## config.mk

```make
export PLATFORM = sky130hd
export DESIGN_NAME = fpAddTop
export DESIGN_NICKNAME = d
export VERILOG_FILES = /design/src/logic/fpAddPkg.sv /design/src/logic/creditCounter.sv /design/src/logic/fpAddControl.sv /design/src/logic/fpAlign.sv /design/src/logic/fpNormRound.sv /design/src/logic/fpAddTop.sv
export SDC_FILE = /design/constraint.sdc
export NUM_CORES = 2
export LEC_CHECK = 0
export BUFFER_PORTS_ARGS = -buffer_cell sky130_fd_sc_hd__buf_2
export CAP_MARGIN = 10
export CORE_MARGIN = 1
export CORE_UTILIZATION = 53
export DETAILED_ROUTE_END_ITERATION = 7
export PLACE_DENSITY = 0.82
export SYNTH_ARGS = -nofsm -noshare
export SYNTH_HDL_FRONTEND = slang
export SYNTH_SLANG_ARGS = --single-unit
```

## constraint.sdc

```tcl
create_clock -name clk -period 17.4 [get_ports clk]
set_input_delay 3.48 -clock clk [delete_from_list [all_inputs] [get_ports clk]]
set_output_delay 3.48 -clock clk [all_outputs]
set_load 0.005 [all_outputs]
```

## src/logic/fpAddPkg.sv

```systemverilog
//**********************************************************
// Shared types and constants of the binary64 add/sub pipeline
// Every block refers to these by scoped name
//**********************************************************
package fpAddPkg;

   // Operation select carried on opCode
   typedef enum logic {
      opAdd = 1'b0,
      opSub = 1'b1
   } fpOp;

   // Occupancy of the two-entry input buffer
   typedef enum logic [1:0] {
      sEmpty = 2'd0,
      sReady = 2'd1,
      sFull  = 2'd2
   } ctrlState;

   // IEEE-754 binary64 field widths
   localparam int EXP_W    = 11;
   localparam int MANT_W   = 52;
   localparam int WORD_W   = 1 + EXP_W + MANT_W;
   localparam int EXP_BIAS = 1023;

   // All-ones exponent, shared by infinity and NaN
   localparam logic [EXP_W-1:0] EXP_INF = EXP_W'(2 * EXP_BIAS + 1);
   // Lowest effective exponent, subnormals use it too
   localparam logic [EXP_W-1:0] EXP_MIN = EXP_W'(1);

   // Stage-1 significand: carry, hidden, fraction, guard, sticky
   localparam int SIG_W = MANT_W + 4;
   // Alignment adder: carry, hidden, fraction, guard, round, sticky
   localparam int SUM_W = MANT_W + 5;

   // Credit flow control
   localparam int                  IN_CREDITS  = 2;
   localparam int                  CREDIT_W    = 3;
   localparam logic [CREDIT_W-1:0] OUT_CREDITS = CREDIT_W'(4);

   // Bit positions in the flags port
   localparam int FLAG_W        = 2;
   localparam int FLAG_INVALID  = 0;
   localparam int FLAG_OVERFLOW = 1;

   // Canonical quiet NaN, positive, only the quiet bit set
   localparam logic [WORD_W-1:0] QNAN = 64'h7FF8_0000_0000_0000;

endpackage

```

## src/logic/creditCounter.sv

```systemverilog
`timescale 1ns/1ps
//**********************************************************
// Output credit counter, loaded with OUT_CREDITS at reset
// One credit spent per sent result, one regained per resCredit
//**********************************************************
module creditCounter (
   input  logic clk,
   input  logic reset,
   input  logic sent,
   input  logic resCredit,
   output logic haveCredit
);

   // Credits the DUT may still spend
   logic [fpAddPkg::CREDIT_W-1:0] count;

   always_ff @(posedge clk) begin
      if (reset) begin
         count <= fpAddPkg::OUT_CREDITS;
      end else begin
         case ({sent, resCredit})
            2'b10: begin
               // Never wraps below zero
               if (count != '0) begin
                  count <= count - 1'b1;
               end
            end
            2'b01: begin
               // Never climbs past the initial allotment
               if (count != fpAddPkg::OUT_CREDITS) begin
                  count <= count + 1'b1;
               end
            end
            // Spend and return in the same cycle cancel out
            default: count <= count;
         endcase
      end
   end

   assign haveCredit = (count != '0);

endmodule

```

## src/logic/fpAddControl.sv

```systemverilog
`timescale 1ns/1ps
//**********************************************************
// Input side control: two-entry buffer, issue and stall logic
// One input credit goes back to the producer per issued entry
//**********************************************************
module fpAddControl (
   input  logic                        clk,
   input  logic                        reset,
   input  logic                        opValid,
   input  fpAddPkg::fpOp               opCode,
   input  logic [fpAddPkg::WORD_W-1:0] opA,
   input  logic [fpAddPkg::WORD_W-1:0] opB,
   input  logic                        haveCredit,
   input  logic                        s2Valid,
   output logic                        inCredit,
   output logic                        issueValid,
   output fpAddPkg::fpOp               issueOp,
   output logic [fpAddPkg::WORD_W-1:0] issueA,
   output logic [fpAddPkg::WORD_W-1:0] issueB,
   output logic                        advance
);

   fpAddPkg::ctrlState state;
   fpAddPkg::ctrlState stateNext;

   // Circular buffer, one slot per producer credit
   fpAddPkg::fpOp               bufOp [fpAddPkg::IN_CREDITS];
   logic [fpAddPkg::WORD_W-1:0] bufA  [fpAddPkg::IN_CREDITS];
   logic [fpAddPkg::WORD_W-1:0] bufB  [fpAddPkg::IN_CREDITS];

   // One-bit pointers for the two slots
   logic wrPtr;
   logic rdPtr;
   logic push;
   logic pop;

   // Pipeline freezes only when a finished result has no output credit
   assign advance = !(s2Valid && !haveCredit);

   // Producer credits guarantee a free slot for every push
   assign push = opValid;
   assign pop  = advance && (state != fpAddPkg::sEmpty);

   // Oldest entry goes straight into stage 1
   assign issueValid = pop;
   assign issueOp    = bufOp[rdPtr];
   assign issueA     = bufA[rdPtr];
   assign issueB     = bufB[rdPtr];
   assign inCredit   = pop;

   // Occupancy tracking
   always_comb begin
      stateNext = state;
      case (state)
         fpAddPkg::sEmpty: begin
            if (push) stateNext = fpAddPkg::sReady;
         end
         fpAddPkg::sReady: begin
            if (push && !pop) stateNext = fpAddPkg::sFull;
            else if (!push && pop) stateNext = fpAddPkg::sEmpty;
         end
         fpAddPkg::sFull: begin
            if (pop && !push) stateNext = fpAddPkg::sReady;
         end
         default: stateNext = fpAddPkg::sEmpty;
      endcase
   end

   always_ff @(posedge clk) begin
      if (reset) begin
         state <= fpAddPkg::sEmpty;
         wrPtr <= 1'b0;
         rdPtr <= 1'b0;
      end else begin
         state <= stateNext;
         if (push) wrPtr <= wrPtr + 1'b1;
         if (pop) rdPtr <= rdPtr + 1'b1;
      end
   end

   // Buffer payload
   always_ff @(posedge clk) begin
      if (push) begin
         bufOp[wrPtr] <= opCode;
         bufA[wrPtr]  <= opA;
         bufB[wrPtr]  <= opB;
      end
   end

endmodule

```

## src/logic/fpAlign.sv

```systemverilog
`timescale 1ns/1ps
//**********************************************************
// Stage 1: unpack, special detection, magnitude swap, alignment
// Ends with the magnitude add or subtract, registered on advance
//**********************************************************
module fpAlign (
   input  logic                        clk,
   input  logic                        reset,
   input  logic                        advance,
   input  logic                        issueValid,
   input  fpAddPkg::fpOp               issueOp,
   input  logic [fpAddPkg::WORD_W-1:0] issueA,
   input  logic [fpAddPkg::WORD_W-1:0] issueB,
   output logic                        s1Valid,
   output logic                        s1Sign,
   output logic [fpAddPkg::EXP_W-1:0]  s1Exp,
   output logic [fpAddPkg::SIG_W-1:0]  s1Mant,
   output logic                        s1Special,
   output logic [fpAddPkg::WORD_W-1:0] s1SpecialResult,
   output logic                        s1Invalid
);

   // Unpacked fields, B sign already flipped for opSub
   logic                         aSign;
   logic                         bSign;
   logic [fpAddPkg::EXP_W-1:0]   aExp;
   logic [fpAddPkg::EXP_W-1:0]   bExp;
   logic [fpAddPkg::MANT_W-1:0]  aFrac;
   logic [fpAddPkg::MANT_W-1:0]  bFrac;
   logic                         aNan;
   logic                         bNan;
   logic                         aInf;
   logic                         bInf;
   logic                         infDiff;
   logic                         effSub;
   logic                         swap;
   logic                         bigSign;
   logic [fpAddPkg::EXP_W-1:0]   bigRaw;
   logic [fpAddPkg::EXP_W-1:0]   smallRaw;
   logic [fpAddPkg::EXP_W-1:0]   bigExp;
   logic [fpAddPkg::EXP_W-1:0]   smallExp;
   logic [fpAddPkg::MANT_W:0]    bigSig;
   logic [fpAddPkg::MANT_W:0]    smallSig;
   logic [fpAddPkg::EXP_W-1:0]   expDiff;
   logic [5:0]                   shiftAmt;
   logic [2*fpAddPkg::SUM_W-1:0] shiftWide;
   logic [fpAddPkg::SUM_W-1:0]   bigExt;
   logic [fpAddPkg::SUM_W-1:0]   alignSig;
   logic [fpAddPkg::SUM_W-1:0]   sum;
   logic                         earlyNorm;

   assign aSign = issueA[fpAddPkg::WORD_W-1];
   assign bSign = issueB[fpAddPkg::WORD_W-1] ^ (issueOp == fpAddPkg::opSub);
   assign aExp  = issueA[fpAddPkg::WORD_W-2:fpAddPkg::MANT_W];
   assign bExp  = issueB[fpAddPkg::WORD_W-2:fpAddPkg::MANT_W];
   assign aFrac = issueA[fpAddPkg::MANT_W-1:0];
   assign bFrac = issueB[fpAddPkg::MANT_W-1:0];

   // Special input classes
   assign aNan    = (aExp == fpAddPkg::EXP_INF) && (aFrac != '0);
   assign bNan    = (bExp == fpAddPkg::EXP_INF) && (bFrac != '0);
   assign aInf    = (aExp == fpAddPkg::EXP_INF) && (aFrac == '0);
   assign bInf    = (bExp == fpAddPkg::EXP_INF) && (bFrac == '0);
   assign effSub  = aSign ^ bSign;
   assign infDiff = aInf && bInf && effSub;

   // Packed magnitude order equals numeric order, subnormals included
   assign swap     = issueB[fpAddPkg::WORD_W-2:0] > issueA[fpAddPkg::WORD_W-2:0];
   assign bigSign  = swap ? bSign : aSign;
   assign bigRaw   = swap ? bExp : aExp;
   assign smallRaw = swap ? aExp : bExp;
   assign bigSig   = {bigRaw != '0, swap ? bFrac : aFrac};
   assign smallSig = {smallRaw != '0, swap ? aFrac : bFrac};

   // Subnormals sit at the minimum exponent without a hidden one
   assign bigExp   = (bigRaw == '0) ? fpAddPkg::EXP_MIN : bigRaw;
   assign smallExp = (smallRaw == '0) ? fpAddPkg::EXP_MIN : smallRaw;
   assign expDiff  = bigExp - smallExp;
   // Beyond 63 everything lands in the sticky bit anyway
   assign shiftAmt = (expDiff > 11'd63) ? 6'd63 : expDiff[5:0];

   // Right shift into a zero extension, lower half collapses to sticky
   assign bigExt    = {1'b0, bigSig, 3'b000};
   assign shiftWide = {1'b0, smallSig, 3'b000, {fpAddPkg::SUM_W{1'b0}}} >> shiftAmt;
   assign alignSig  = {shiftWide[2*fpAddPkg::SUM_W-1:fpAddPkg::SUM_W+1],
                       shiftWide[fpAddPkg::SUM_W] | (|shiftWide[fpAddPkg::SUM_W-1:0])};

   // Larger minus smaller never goes negative
   assign sum = effSub ? (bigExt - alignSig) : (bigExt + alignSig);

   // Far subtraction loses at most one bit, fix it here to keep the round bit
   // Near cases carry no round or sticky, so the shift is exact there
   assign earlyNorm = (sum[fpAddPkg::SUM_W-1 -: 2] == 2'b00) && (bigExp > fpAddPkg::EXP_MIN);

   always_ff @(posedge clk) begin
      if (reset) begin
         s1Valid <= 1'b0;
      end else if (advance) begin
         s1Valid <= issueValid;
      end
   end

   always_ff @(posedge clk) begin
      if (advance) begin
         // Exact cancellation gives +0
         s1Sign <= (effSub && (sum == '0)) ? 1'b0 : bigSign;
         s1Exp  <= earlyNorm ? (bigExp - fpAddPkg::EXP_MIN) : bigExp;
         s1Mant <= earlyNorm ? sum[fpAddPkg::SUM_W-2:0]
                             : {sum[fpAddPkg::SUM_W-1:2], sum[1] | sum[0]};
         // NaN and infinity bypass normalize and round
         s1Special <= aNan || bNan || aInf || bInf;
         s1Invalid <= (aNan && !aFrac[fpAddPkg::MANT_W-1]) ||
                      (bNan && !bFrac[fpAddPkg::MANT_W-1]) || infDiff;
         s1SpecialResult <= (aNan || bNan || infDiff) ? fpAddPkg::QNAN
                          : {aInf ? aSign : bSign, fpAddPkg::EXP_INF,
                             {fpAddPkg::MANT_W{1'b0}}};
      end
   end

endmodule

```

## src/logic/fpNormRound.sv

```systemverilog
`timescale 1ns/1ps
//**********************************************************
// Stage 2: normalize, round to nearest even, repack, flags
// Output register of the pipeline, held while advance is low
//**********************************************************
module fpNormRound (
   input  logic                        clk,
   input  logic                        reset,
   input  logic                        advance,
   input  logic                        s1Valid,
   input  logic                        s1Sign,
   input  logic [fpAddPkg::EXP_W-1:0]  s1Exp,
   input  logic [fpAddPkg::SIG_W-1:0]  s1Mant,
   input  logic                        s1Special,
   input  logic [fpAddPkg::WORD_W-1:0] s1SpecialResult,
   input  logic                        s1Invalid,
   output logic                        resValid,
   output logic [fpAddPkg::WORD_W-1:0] result,
   output logic [fpAddPkg::FLAG_W-1:0] flags
);

   logic                         carry;
   logic [5:0]                   lzCount;
   logic [fpAddPkg::EXP_W-1:0]   expRoom;
   logic [5:0]                   shiftAmt;
   logic [fpAddPkg::SIG_W-1:0]   normMant;
   logic [fpAddPkg::EXP_W:0]     normExp;
   logic [fpAddPkg::EXP_W:0]     expField;
   logic                         roundUp;
   logic [fpAddPkg::WORD_W-1:0]  rounded;
   logic                         overflow;
   logic [fpAddPkg::WORD_W-1:0]  resultNext;
   logic [fpAddPkg::FLAG_W-1:0]  flagsNext;

   // Carry out of the magnitude add
   assign carry = s1Mant[fpAddPkg::SIG_W-1];

   // Leading zeros below the carry position, all zero counts as full width
   always_comb begin
      lzCount = 6'(fpAddPkg::SIG_W - 1);
      for (int i = 0; i < fpAddPkg::SIG_W - 1; i++) begin
         if (s1Mant[i]) lzCount = 6'(fpAddPkg::SIG_W - 2 - i);
      end
   end

   // Left shift stops at the subnormal exponent
   assign expRoom  = s1Exp - fpAddPkg::EXP_MIN;
   assign shiftAmt = ({5'd0, lzCount} > expRoom) ? expRoom[5:0] : lzCount;

   // Carry case shifts right once and folds the lost bit into sticky
   assign normMant = carry ? {1'b0, s1Mant[fpAddPkg::SIG_W-1:2], s1Mant[1] | s1Mant[0]}
                           : (s1Mant << shiftAmt);
   assign normExp  = carry ? ({1'b0, s1Exp} + 1'b1)
                           : ({1'b0, s1Exp} - {6'd0, shiftAmt});

   // No hidden one left means a subnormal or zero, field is 0
   assign expField = normMant[fpAddPkg::SIG_W-2] ? normExp : '0;

   // Nearest even: guard set and either sticky or an odd LSB
   assign roundUp = normMant[1] & (normMant[0] | normMant[2]);

   // Round carry ripples into the exponent field
   // This covers mantissa overflow and subnormal to normal alike
   assign rounded  = {expField, normMant[fpAddPkg::SIG_W-3:2]} + 64'(roundUp);
   assign overflow = rounded[fpAddPkg::WORD_W-1:fpAddPkg::MANT_W] >= {1'b0, fpAddPkg::EXP_INF};

   // Result and flag selection
   always_comb begin
      flagsNext = '0;
      if (s1Special) begin
         resultNext = s1SpecialResult;
         flagsNext[fpAddPkg::FLAG_INVALID] = s1Invalid;
      end else if (overflow) begin
         // Signed infinity
         resultNext = {s1Sign, fpAddPkg::EXP_INF, {fpAddPkg::MANT_W{1'b0}}};
         flagsNext[fpAddPkg::FLAG_OVERFLOW] = 1'b1;
      end else begin
         resultNext = {s1Sign, rounded[fpAddPkg::WORD_W-2:0]};
      end
   end

   always_ff @(posedge clk) begin
      if (reset) begin
         resValid <= 1'b0;
      end else if (advance) begin
         resValid <= s1Valid;
      end
   end

   always_ff @(posedge clk) begin
      if (advance) begin
         result <= resultNext;
         flags  <= flagsNext;
      end
   end

endmodule

```

## src/logic/fpAddTop.sv

```systemverilog
`timescale 1ns/1ps
//**********************************************************
// Top level of the credit-controlled binary64 adder/subtractor
// Buffer, two datapath stages and the output credit counter
//**********************************************************
module fpAddTop (
   input  logic                        clk,
   input  logic                        reset,
   input  logic                        opValid,
   input  fpAddPkg::fpOp               opCode,
   input  logic [fpAddPkg::WORD_W-1:0] opA,
   input  logic [fpAddPkg::WORD_W-1:0] opB,
   output logic                        inCredit,
   output logic                        resValid,
   output logic [fpAddPkg::WORD_W-1:0] result,
   output logic [fpAddPkg::FLAG_W-1:0] flags,
   input  logic                        resCredit
);

   logic                        haveCredit;
   logic                        advance;
   logic                        s2Valid;

   // Buffer to stage 1
   logic                        issueValid;
   fpAddPkg::fpOp               issueOp;
   logic [fpAddPkg::WORD_W-1:0] issueA;
   logic [fpAddPkg::WORD_W-1:0] issueB;

   // Stage 1 to stage 2
   logic                        s1Valid;
   logic                        s1Sign;
   logic [fpAddPkg::EXP_W-1:0]  s1Exp;
   logic [fpAddPkg::SIG_W-1:0]  s1Mant;
   logic                        s1Special;
   logic [fpAddPkg::WORD_W-1:0] s1SpecialResult;
   logic                        s1Invalid;

   // Finished result is presented only while an output credit is held
   assign resValid = s2Valid & haveCredit;

   fpAddControl uControl (
      .clk(clk), .reset(reset),
      .opValid(opValid), .opCode(opCode), .opA(opA), .opB(opB),
      .haveCredit(haveCredit), .s2Valid(s2Valid), .inCredit(inCredit),
      .issueValid(issueValid), .issueOp(issueOp), .issueA(issueA), .issueB(issueB),
      .advance(advance)
   );

   creditCounter uCredit (
      .clk(clk), .reset(reset),
      .sent(resValid), .resCredit(resCredit), .haveCredit(haveCredit)
   );

   fpAlign uAlign (
      .clk(clk), .reset(reset), .advance(advance),
      .issueValid(issueValid), .issueOp(issueOp), .issueA(issueA), .issueB(issueB),
      .s1Valid(s1Valid), .s1Sign(s1Sign), .s1Exp(s1Exp), .s1Mant(s1Mant),
      .s1Special(s1Special), .s1SpecialResult(s1SpecialResult), .s1Invalid(s1Invalid)
   );

   fpNormRound uNormRound (
      .clk(clk), .reset(reset), .advance(advance),
      .s1Valid(s1Valid), .s1Sign(s1Sign), .s1Exp(s1Exp), .s1Mant(s1Mant),
      .s1Special(s1Special), .s1SpecialResult(s1SpecialResult), .s1Invalid(s1Invalid),
      .resValid(s2Valid), .result(result), .flags(flags)
   );

endmodule

```

==> impl_results.md <==
- Slew headroom: 0.0122
- Hold EP: uAlign.s1Valid
- Min Tclk post-route: 16.63 ns
- FMAX: 0.0601 GHz
- Worst endpoint required time: 17.70 ns
- Initial antenna violation count: 1
- Iteration-0 DRC Markers: 5,359
- Slew of the pin with the lowest slew margin: 1.47 ns
- Chip Height: 271 microns
- Max-slew violation count: 0
- Post-synthesis sequential area ratio: 0.315
- Die footprint: 73,400 sq um
- Top_reg_cell synth: edfxtp_1
- Clock Skews: 0.0389 ns
- Routability cong.: 1.09
- Site row count: 98
- Pin count of the biggest net entering global routing: 87
- Pre-Repair DR Iteration Count: 7
- Seq cells post-synth: 406
- Core area: 71,500 sq um
- Post-route DRC: 0
- Crit Path Max Fanout: 56
- Mapped Area: 38,300 sq um
- CP max-delay cell: nor3_1
- First-pass GRT wire length: 233,000 microns
- Top cells by area, synth: edfxtp_1 (31%), ha_1 (6.6%), mux2i_1 (6.2%)
- Filler cells: 6,434
- WS Path Type: register to register
- GR Util All Layers: 0.420
- R2R cell count: 56
- Peak supply drop: 0.212 mV
- Layout cell share with drive strength beyond 1: 0.117
- Worst R2R Setup Slack: 0.77 ns
- Post-synth top area share: 0.310
- RSZ-0062 raised after global routing: false
- Worst setup SP type: register
- Vias per cell: 6.92
- Antenna Nets Post-Route: 0
- Number of global-route vias before repair: 36,800
- Worst r2r dst: uAlign.s1Mant[6]
- Clock Sinks: 406
- Initial Utilization: 0.536
- Synthesized instance count: 4,613
- Area Overhead vs Synth: 9.23%
- Min-Delay Path Depth: 2
- Final Setup Violations: 0
- CP most frequent cell: a21oi_1
- Synth Warn #: 0
- Syn_nets: 4,952
- Syn Area/Cell: 8.31 sq um
- CTS buffer count: 42
- Total Power: 7.90 mW
- Failing checks: capacitance limit
- HP Start: uAlign.s1Valid
- Max Buffers Root-to-Sink: 3
- Power density cells: 189 nW/um^2
- Worst setup EP type: register
- Async set-reset flop share out of synthesis: 0
- TritonCTS clock tree: yes
- I/O Buffers: 200
- Crit path DAT: 16.93 ns
- Vias: 39,300
- Worst Hold Class: register to register
- GRT overflow: 0
- Setup TNS: 0 ns
- Distinct cell type count after synthesis: 108
- Horiz. Die Dim: 271 microns
- Area occupied by multi-input gates: 24,300 sq um
- Synth area leader: edfxtp_1
- Top Ports: 201
- # diodes: 0
- H-tree levels: 2
- Storage element area: 12,100 sq um
- Clk root buf: clkbuf_16
- Final Hold Fails: 0
- DR WL/cell: 28.1 microns
- EDFF count, synth: 396
- P_leak: 16.3 nW
- Worst-Skew Late Latency: 0.61 ns
- Clock slew at reported path FFs: 0.06 ns
- HPWL Detailed: 121,000 microns
- Crit-path max cell delay: 0.74 ns
- Final nets: 5,038
- Period Utilization, post-route: 0.956
- Max-cap violations: 1
- WL final: 160,000 microns
- Outcome: finished, violations left
-- critical path: cells and delay by family (launching register included) --
family,cells,cell delay (ns)
mux,2,0.68
xor+xnor,1,0.24
fa+ha+maj,4,1.20
compound gates,27,7.20
buf+inv,5,1.49
flops,1,0.68
simple gates,17,4.64
-- synthesized netlist by cell type (28+ instances only) --
master,instances
o221ai_1,28
clkbuf_1,194
mux2_2,70
and2_1,30
o22ai_1,37
o21ai_0,279
o21a_1,32
mux2i_1,239
nor3_1,143
o31ai_1,33
nand2_1,367
nor4_1,67
nand2b_1,34
a21o_1,53
a211oi_1,96
inv_1,227
a21oi_1,410
a31oi_1,43
xnor2_1,100
nor2_1,465
buf_1,39
xor2_1,53
o211ai_1,76
and3_1,41
buf_2,54
nand3_1,234
nand4_1,63
o21bai_1,44
a22oi_1,30
ha_1,202
edfxtp_1,396
-- state kept, by name, summed over array words and instances (netlist names), named ones only --
register and flops:
uAlign.s1Exp 11, uAlign.s1Mant 56, uControl.rdPtr 1, uControl.state 2, uAlign.s1Valid 1, uNormRound.result 64
uAlign.s1SpecialResult 2, uControl.bufA 128, uControl.wrPtr 1, uControl.bufB 128, uAlign.s1Invalid 1, uAlign.s1Special 1
uNormRound.flags 2, uCredit.count 3, uControl.bufOp 2, uNormRound.resValid 1, uAlign.s1Sign 1
-- layout by cell type (no fill, tap or decap), types with 76 or more instances in the layout --
master	netlist	final
o21ai_0	279	277
mux2i_1	239	238
o211ai_1	76	76
nand2_1	367	365
buf_2	54	201
edfxtp_1	396	396
nand3_1	234	234
xnor2_1	100	99
nor2_1	465	462
a211oi_1	96	96
inv_1	227	226
a21oi_1	410	409
ha_1	202	201
nor3_1	143	143
buf_4	5	129
-- final cells by class --
type	count	area share
multi-input cells	3680	0.581
clock buffers	51	0.0259
inverters	231	0.0208
well taps	950	0.0284
repair buffers	338	0.0507
flip-flops and latches	406	0.289
clock inverters	25	0.00475
-- where the power goes --
group	internal [mW]	switching, mW	leakage, nW
Sequential	1.42	0.215	3.99
Combinational	1.76	3.64	11.7
Clock	0.465	0.395	0.621
-- logic make-up (layout without fill, tap and decap cells) --
logic type	after synthesis	after routing	synth area share
AO/OA/AOI/OAI	1426	1426	0.244
XOR/XNOR	154	154	0.0354
adder cells (fa/ha/maj)	206	206	0.0680
buffers and inverters	527	645	0.0546
flip-flops	406	406	0.315
multiplexers	319	319	0.0879
AND/OR/NAND/NOR	1575	1575	0.195
-- what timing repair did --
action                                  in CTS  in global routing
endpoints found under the setup margin       0                 67
hold buffers                                 0                  0
setup buffers                                0                  1
gates resized for setup                      0                  3
-- per-layer routing --
metal	track usage	vias up	share of wire
li1	-	17600	-
met1	0.488	18500	0.36
met5	0	-	0.000088
met2	0.690	2603	0.46
met3	0.0831	649	0.095
met4	0.307	2	0.087
-- stage by stage --
stage	utilization	hold WS (ns)	worst slack, ns	cell area [sq um]	instances
CTS	0.585	0.456	0.946	41800	5677
finish	0.586	0.453	0.765	41900	5681
global placement	0.567	0.444	1.32	40500	5601
global route	0.586	0.482	0.0864	41900	5681
floorplan	-	0.437	1.30	38300	4613
detailed placement	0.567	0.448	0.979	40500	5601
-- worst max-delay path by stage --
stage | end | slack (ns) | cells past startpoint
CTS | uAlign.s1Mant[1] | 0.95 | 56
detailed placement | uAlign.s1Mant[1] | 0.98 | 56
global route | uAlign.s1Mant[12] | 0.09 | 56
finish | uAlign.s1Mant[6] | 0.77 | 56
global placement | uAlign.s1Mant[14] | 1.32 | 54
floorplan | uAlign.s1Exp[6] | 1.30 | 68
No activity file was read; power rests on OpenSTA's default activity.
